**src/hw/mc_bridge_macros.svh**
```systemverilog
`ifndef MC_BRIDGE_MACROS_SVH
`define MC_BRIDGE_MACROS_SVH

// Bus widths
`define MC_BRIDGE_DEV_ADDR_W 20
`define MC_BRIDGE_DWORD_W 64
`define MC_BRIDGE_SCRATCH_W 32
`define MC_BRIDGE_SCRATCH_ELS 256

// Tile coordinate widths
`define MC_BRIDGE_X_CORD_W 8
`define MC_BRIDGE_Y_CORD_W 8
`define MC_BRIDGE_POD_X_W 4
`define MC_BRIDGE_POD_Y_W 4

// Device address map
`define MC_BRIDGE_REG_DRAM_OFFSET 20'h00000
`define MC_BRIDGE_REG_DRAM_POD 20'h00008
`define MC_BRIDGE_REG_MY_CORD 20'h00010
`define MC_BRIDGE_REG_HOST_CORD 20'h00018
// Scratchpad spans 4 bytes per word from here
`define MC_BRIDGE_SCRATCH_BASE 20'h01000

`endif

```
**src/hw/mem_if_pkg.sv**
```systemverilog
`include "mc_bridge_macros.svh"

package mem_if_pkg;

  typedef logic [`MC_BRIDGE_DEV_ADDR_W-1:0] dev_addr_t;

  typedef logic [`MC_BRIDGE_DWORD_W-1:0] dword_t;

  // Only uncached single-word accesses are handled
  typedef enum logic [1:0]
  {
    e_mem_uc_rd = 2'b00,
    e_mem_uc_wr = 2'b01
  } mem_msg_e;

  // log2 of access size in bytes
  typedef logic [2:0] mem_size_t;

  // Requester tag, returned untouched
  typedef logic [7:0] lce_id_t;

  // Same layout in both directions
  typedef struct packed
  {
    mem_msg_e msg_type;
    mem_size_t size;
    lce_id_t lce_id;
    dev_addr_t addr;
  } mem_header_s;

endpackage

```
**src/hw/mc_bridge_pkg.sv**
```systemverilog
`include "mc_bridge_macros.svh"

package mc_bridge_pkg;

  typedef logic [`MC_BRIDGE_X_CORD_W-1:0] x_cord_t;
  typedef logic [`MC_BRIDGE_Y_CORD_W-1:0] y_cord_t;
  typedef logic [`MC_BRIDGE_POD_X_W-1:0] pod_x_t;
  typedef logic [`MC_BRIDGE_POD_Y_W-1:0] pod_y_t;

  // y sits above x in both coordinate forms
  typedef struct packed
  {
    y_cord_t y;
    x_cord_t x;
  } cord_t;

  typedef struct packed
  {
    pod_y_t y;
    pod_x_t x;
  } pod_cord_t;

  typedef logic [31:0] dram_offset_t;
  typedef logic [`MC_BRIDGE_SCRATCH_W-1:0] scratch_word_t;

  // Strobe bit positions
  localparam int unsigned num_targets = 5;
  localparam int unsigned sel_dram_offset_idx = 0;
  localparam int unsigned sel_dram_pod_idx = 1;
  localparam int unsigned sel_my_cord_idx = 2;
  localparam int unsigned sel_host_cord_idx = 3;
  localparam int unsigned sel_scratch_idx = 4;

  typedef logic [num_targets-1:0] reg_sel_t;

endpackage

```
**src/hw/mem_reg_decoder.sv**
```systemverilog
`include "mc_bridge_macros.svh"

module mem_reg_decoder
  #(parameter int unsigned scratchpad_els_p = `MC_BRIDGE_SCRATCH_ELS)
  (input clk_i
   , input reset_i

   , input mem_if_pkg::mem_header_s mem_fwd_header_i
   , input mem_if_pkg::dword_t mem_fwd_data_i
   , input mem_fwd_v_i
   , output logic mem_fwd_ready_and_o

   , output mem_if_pkg::mem_header_s mem_rev_header_o
   , output mem_if_pkg::dword_t mem_rev_data_o
   , output logic mem_rev_v_o
   , input mem_rev_ready_and_i

   , output mc_bridge_pkg::reg_sel_t r_v_o
   , output mc_bridge_pkg::reg_sel_t w_v_o
   , output mem_if_pkg::dev_addr_t addr_o
   , output mem_if_pkg::dword_t data_o
   , input mem_if_pkg::dword_t [mc_bridge_pkg::num_targets-1:0] rd_data_i
   );

  // First byte past the scratchpad window
  localparam mem_if_pkg::dev_addr_t scratch_end_lp =
    mem_if_pkg::dev_addr_t'(`MC_BRIDGE_SCRATCH_BASE + 4 * scratchpad_els_p);

  typedef enum logic [1:0] {S_IDLE, S_ACCESS, S_CAPTURE, S_RESP} state_e;

  state_e state_r, state_n;
  mem_if_pkg::mem_header_s header_r;
  mem_if_pkg::dword_t data_r;
  mem_if_pkg::dword_t rev_data_r;
  mem_if_pkg::dword_t rd_mux;
  mc_bridge_pkg::reg_sel_t sel_r, sel_n;
  logic fwd_accept;
  logic is_rd, is_wr;

  assign fwd_accept = mem_fwd_v_i & mem_fwd_ready_and_o;
  assign is_rd = (header_r.msg_type == mem_if_pkg::e_mem_uc_rd);
  assign is_wr = (header_r.msg_type == mem_if_pkg::e_mem_uc_wr);

  // Address match against the map, all zero when nothing hits
  always_comb
    begin
      sel_n = '0;
      sel_n[mc_bridge_pkg::sel_dram_offset_idx] =
        (mem_fwd_header_i.addr == `MC_BRIDGE_REG_DRAM_OFFSET);
      sel_n[mc_bridge_pkg::sel_dram_pod_idx] =
        (mem_fwd_header_i.addr == `MC_BRIDGE_REG_DRAM_POD);
      sel_n[mc_bridge_pkg::sel_my_cord_idx] =
        (mem_fwd_header_i.addr == `MC_BRIDGE_REG_MY_CORD);
      sel_n[mc_bridge_pkg::sel_host_cord_idx] =
        (mem_fwd_header_i.addr == `MC_BRIDGE_REG_HOST_CORD);
      sel_n[mc_bridge_pkg::sel_scratch_idx] =
        (mem_fwd_header_i.addr >= `MC_BRIDGE_SCRATCH_BASE)
        && (mem_fwd_header_i.addr < scratch_end_lp);
    end

  always_comb
    begin
      state_n = state_r;
      case (state_r)
        S_IDLE: if (mem_fwd_v_i) state_n = S_ACCESS;
        S_ACCESS: state_n = S_CAPTURE;
        S_CAPTURE: state_n = S_RESP;
        S_RESP: if (mem_rev_ready_and_i) state_n = S_IDLE;
        default: state_n = S_IDLE;
      endcase
    end

  always_ff @(posedge clk_i)
    begin
      if (reset_i)
        begin
          state_r <= S_IDLE;
          sel_r <= '0;
        end
      else
        begin
          state_r <= state_n;
          if (fwd_accept)
            sel_r <= sel_n;
        end
    end

  // One-hot select, so an OR of the gated inputs is enough
  always_comb
    begin
      rd_mux = '0;
      for (int i = 0; i < mc_bridge_pkg::num_targets; i++)
        if (sel_r[i])
          rd_mux = rd_mux | rd_data_i[i];
    end

  always_ff @(posedge clk_i)
    begin
      if (fwd_accept)
        begin
          header_r <= mem_fwd_header_i;
          data_r <= mem_fwd_data_i;
        end
      // Writes answer with zero data
      if (state_r == S_CAPTURE)
        rev_data_r <= is_rd ? rd_mux : '0;
    end

  assign r_v_o = ((state_r == S_ACCESS) && is_rd) ? sel_r : '0;
  assign w_v_o = ((state_r == S_ACCESS) && is_wr) ? sel_r : '0;
  assign addr_o = header_r.addr;
  assign data_o = data_r;

  assign mem_fwd_ready_and_o = (state_r == S_IDLE);
  assign mem_rev_v_o = (state_r == S_RESP);
  assign mem_rev_header_o = header_r;
  assign mem_rev_data_o = rev_data_r;

endmodule

```
**config.mk**
```make
export PLATFORM = sky130hd
export DESIGN_NAME = mem_reg_decoder
export DESIGN_NICKNAME = d
export VERILOG_FILES = /design/src/hw/mem_if_pkg.sv /design/src/hw/mc_bridge_pkg.sv /design/src/hw/mem_reg_decoder.sv
export VERILOG_INCLUDE_DIRS = /design/src /design/src/hw
export SDC_FILE = /design/constraint.sdc
export NUM_CORES = 1
export LEC_CHECK = 0
export BUFFER_PORTS_ARGS = -buffer_cell sky130_fd_sc_hd__buf_2
export CORE_AREA = 2 2 241 243
export DETAILED_ROUTE_END_ITERATION = 6
export DIE_AREA = 0 0 243 245
export GPL_TIMING_DRIVEN = 0
export PLACE_DENSITY = 0.31
export REMOVE_ABC_BUFFERS = 1
export SYNTH_ARGS = -nofsm -noshare
export SYNTH_HDL_FRONTEND = slang
export SYNTH_SLANG_ARGS = --single-unit
```
**constraint.sdc**
```tcl
create_clock -name clk_i -period 10 [get_ports clk_i]
set_clock_uncertainty 0.15 [all_clocks]
set_input_delay 1 -clock clk_i [delete_from_list [all_inputs] [get_ports clk_i]]
set_output_delay 1 -clock clk_i [all_outputs]
set_load 0.005 [all_outputs]
```
## After elaboration in Yosys (flattened, before gate mapping)

Cells that the tools add are included.
W data, S select, Z words.

- Logic and storage cells: 41
- Input port bits: 421
- Flip-flop bits (word level): 168

- Bitwise logic cells: 5
- Reductions and logical operators: 7
- Order comparisons: 2
- Multiplexer cells: 10
- Equal/unequal tests: 9

Operators with widths:

| cell | count |
|---|---|
| $mux W64 | 5 |
| $or A64 B64 Y64 | 4 |
| $eq A20 B5 Y1 const B | 2 |
| $eq A20 B4 Y1 const B | 1 |
| $ge A20 B13 Y1 const B | 1 |
| $logic_not A20 Y1 | 1 |
| $lt A20 B13 Y1 const B | 1 |
| $mux W5 | 2 |
| $pmux W2 S4 | 1 |
| $eq A2 B1 Y1 const B | 2 |
| $eq A2 B2 Y1 const B | 2 |
| $logic_not A2 Y1 | 2 |
| $mux W2 | 2 |
| $logic_and A1 B1 Y1 | 3 |
| $ne A2 B1 Y1 const B | 1 |
| $ne A2 B2 Y1 const B | 1 |
| $reduce_and A2 Y1 | 1 |
| $and A1 B1 Y1 | 1 |

## Depth between registers and ports, before layout

- Depth after elaboration: 9
- Depth in mapped cells: 5

## Worst setup path after synthesis

OpenSTA, ideal clock, no wires.

- Path type: input port to flip-flop
- Start: input mem_fwd_v_i
- End: register sel_r[0]
- Arrival: 4.037 ns
- Buffers on the path: 0
- Required time: 9.743 ns
- Setup time: 0.107 ns
- Cell stages on the path: 3
- Setup slack: 5.707 ns
- Cells stage by stage: and2_1 > nand4_2 > o41ai_1

- Longest elaborated chain between the ends: 1

RTL lines:

| element | RTL line | RTL |
|---|---|---|
| start: declaration | mem_reg_decoder.sv:10 | `, input mem_fwd_v_i` |
| $and A1 B1 Y1 | mem_reg_decoder.sv:40 | `assign fwd_accept = mem_fwd_v_i & mem_fwd_ready_and_o;` |
| end signal: assignment | mem_reg_decoder.sv:84 | `sel_r <= sel_n;` |
| end: declaration | mem_reg_decoder.sv:36 | `mc_bridge_pkg::reg_sel_t sel_r, sel_n;` |

Every way passes these cells.
A chain may end at the register's enable or synchronous reset.

## Worst setup path in the final report

- Start: register sel_r[0]
- End: output r_v_o[0]

- Longest elaborated chain between the ends: 1

RTL lines:

| element | RTL line | RTL |
|---|---|---|
| $mux W5 | mem_reg_decoder.sv:109 | `assign r_v_o = ((state_r == S_ACCESS) && is_rd) ? sel_r : '0;` |
| end: declaration | mem_reg_decoder.sv:18 | `, output mc_bridge_pkg::reg_sel_t r_v_o` |

Every way passes these cells.

==> flow_metrics.py <==
metrics = {
    "critical_path": {
        "cp_max_fo": 67,
        "rr_endpoint": "sel_r[3]$_SDFFE_PP0P_",
        "start_kind": "flip-flop",
        "max_stage_delay_ns": 0.92,
        "crit_slowest_cell": "dfxtp_4",
        "cp_top_family": "flip-flops",
        "crit_path_end_kind": "output port",
        "critPathArrivalTime_ns": 1.80,
        "reg2reg_from": "state_r[0]$_SDFFE_PP0P_",
        "r2r_cells": 5,
        "crit_buf_inv": 1,
        "critPathKind": "reg2out",
        "crit_chain": "and3_1 > buf_2",
        "cp.required_ns": 8.85,
        "rrSetupSlack_ns": 7.82,
    },
    "hold_path": {
        "min_delay_path_depth": 2,
        "hold_class": "reg2reg",
        "hold_start": "state_r[0]$_SDFFE_PP0P_",
        "holdPathEnd": "state_r[0]$_SDFFE_PP0P_",
    },
    "placed_design": {
        "preCtsSetupSlack_ns": 7.24,
        "hpwl_um": 28900,
        "io_buffers": 613,
        "place_congestion": 0.771,
    },
    "power_and_ir_drop": {
        "total_power_uw": 2220,
        "total_leakage_power_uw": 0.00466,
        "p_sw_share_pct": 30.6,
        "clock_power_share_pct": 31.1,
        "combPwrFrac_pct": 22.4,
        "max-vdd-ir-drop_v": 0.000128,
        "p_int_uw": 1540,
        "pwr-share-seq_pct": 46.6,
        "power_density_mw_per_mm2": 193,
        "switchingPower_uw": 679,
    },
    "synth": {
        "synthArstFlopShare_pct": 0,
        "synth.largest_area_cell": "edfxtp_1",
        "synthFlopType": "edfxtp_1",
        "ys_seq_area_share_pct": 70.3,
        "synth_enable_flop_cells": 161,
        "synth_top_area_share_pct": 68.3,
        "avgSynthCellArea_um2": 15.0,
        "synthCells": 473,
        "synthDistinctLibCells": 26,
        "synthTopCellsByArea": "edfxtp_1, a222oi_1, a22oi_1",
        "syn_area_mm2": 0.00707,
        "ys_seq_elements": 168,
        "yosysWarnings": 0,
    },
    "sta": {
        "rsz0062_at_grt": "no",
        "finalCritPeriodShare_pct": 29.5,
        "finalMaxSlewViolations": 0,
        "setup_viol": 0,
        "finalSetupTns_ns": 0,
        "worstMarginPinSlew_ns": 0.930,
        "period_needed_ns": 2.95,
        "finalHoldViolations": 0,
        "maxClockFrequency_mhz": 339,
        "fin_ws_ns": 7.05,
        "maxSlewHeadroom_pct": 38.0,
    },
    "route": {
        "drt_wl_total_um": 36400,
        "wl_per_cell_um": 19.9,
        "drc": 2,
        "via_count": 7113,
        "dr.pass1.iters": 7,
        "vias_per_cell": 3.89,
        "drt_iter0_markers": 542,
        "postRouteAntennaNets": 0,
    },
    "die": {
        "rows": 88,
        "die_x_um": 243,
        "die_y_um": 245,
        "start_util_pct": 12.4,
        "core_area_mm2": 0.0570,
        "pin_count": 614,
        "die-area_mm2": 0.0595,
    },
    "global_routing": {
        "first_global_vias": 7250,
        "grt_pass1_wl_um": 50300,
        "overflow": 0,
        "grtUsageTotal_pct": 11.9,
        "gr-usage-met3_pct": 4.95,
        "grt-busiest-layer": "met2",
        "antenna_found_initial": 18,
        "grt_max_degree": 68,
        "met1_usage_pct": 12.6,
        "use_met2_pct": 21.1,
    },
    "final_layout": {
        "layout-drive-gt1-share_pct": 62.3,
        "syn2layout_area_growth_pct": 62.9,
        "nNetsFinal": 1473,
    },
    "clock_network": {
        "clk_latency_ns": 0.47,
        "post-cts-setup-buffers": 0,
        "clockRootBuffer": "clkbuf_16",
        "cts_hold_buf": 0,
        "clockBufferDepth": 2,
        "cts_max_level": 4,
        "cts_sinks": 168,
        "cts_tree": "done",
        "clk_pin_slew_ns": 0.07,
        "cts_buffers": 17,
        "ctsResizeCount": 0,
    },
    "run_status": {
        "outcome": "complete, but fails checks",
        "violations": "design-rule violations",
    },
    "run": {
        "drv_cap": 0,
    },
}
==> how the worst max path moves through the flow <==
stage                             from               endpoint  slack [ns]  cells after the start
2_1_floorplan              mem_fwd_v_i  sel_r[0]$_SDFFE_PP0P_        5.71                      3
3_3_place_gp               mem_fwd_v_i  sel_r[3]$_SDFFE_PP0P_        3.92                      4
3_5_place_dp       mem_fwd_header_i[0]  sel_r[0]$_SDFFE_PP0P_        7.24                      4
4_1_cts          sel_r[0]$_SDFFE_PP0P_               r_v_o[0]        6.97                      2
5_1_grt        state_r[1]$_SDFFE_PP0P_               w_v_o[2]        6.89                      6
6_report         sel_r[0]$_SDFFE_PP0P_               r_v_o[0]        7.05                      2
==> power groups by stage <==
stage          Sequential, uW  Clock (uW)  Combinational [uW]
6_report                 1030         690                 497
5_1_grt                  1050         754                 548
4_1_cts                  1040         732                 517
3_5_place_dp             1050           0                 517
3_3_place_gp             1080           0                 493
2_1_floorplan            1090           0                 108
==> synthesized netlist by cell type, types with 2 or more instances <==
cell      instances
nand3_1           2
inv_1             5
and2_1            6
buf_4            22
nor4_2            2
nor2_1            5
dfxtp_1           7
a222oi_1         64
a22oi_1          64
a21oi_1          67
ha_1              4
o41ai_1           4
nand2_1           6
buf_2            13
and3_1            5
clkbuf_1         26
nand2b_1          2
edfxtp_1        161
==> per-stage QoR <==
stage	utilization [%]	instances	hold WS [ns]	cell area, um2
finish	20.2	1828	0.456	11500
global route	20.2	1827	0.501	11500
CTS	20.2	1825	0.438	11500
detailed placement	19.2	1794	0.425	10900
global placement	18.9	1789	0.403	10800
floorplan	-	411	0.370	6740
==> logic make-up (layout without fill, tap and decap cells) <==
family	count (synthesis)	in the layout	synth area share (%)
compound gates	202	202	21.4
flops	168	168	70.3
buf+inv	67	654	4.95
simple gates	32	32	2.65
fa+ha+maj	4	4	0.707
other cells	0	3	0
==> sequential cells by signal, summed over array words and instances, names as in the netlist <==
signal / count
data_o: 64
mem_rev_header_o: 13
addr_o: 20
state_r: 2
mem_rev_data_o: 64
sel_r: 5
==> cells in the final DEF, fill, tap and decap left out, types with 2 or more instances in the layout <==
cell type   instances
buf_2             613
edfxtp_1          161
a21oi_1            67
a222oi_1           64
a22oi_1            64
clkbuf_16          17
nand2_1             6
nor2_1              5
and2_1              5
and3_1              5
inv_1               5
dfxtp_4             5
o41ai_1             4
clkinvlp_4          4
inv_6               4
diode_2             3
ha_1                3
inv_8               3
buf_16              3
nand2b_1            2
nor4_2              2
nand3_1             2
clkinv_8            2
buf_12              2
dfxtp_1             2
==> worst reg2reg max path, cell delays in order (launching register included) <==
cell     delay [ns]
dfxtp_1        0.35
inv_1          0.13
ha_1           0.25
and2_4         0.55
nand4_2        0.28
o41ai_1        0.36
==> metal layers <==
layer | up-vias | part of all wire [%]
li1 | 3178 | -
met1 | 3366 | 36
met2 | 497 | 50
met3 | 60 | 11
met4 | 12 | 2.3
met5 | - | 0.19
==> cell type report <==
cell class / instances / area (um2)
Fill cell: 6358 / 45500
Sequential cell: 168 / 4990
Timing Repair Buffer: 618 / 3190
Multi-Input combinational cell: 238 / 1770
Tap cell: 765 / 957
Clock buffer: 17 / 425
Clock inverter: 14 / 161
Inverter: 5 / 18.8
Antenna cell: 3 / 7.51
Power figures use the tool's default switching activity.
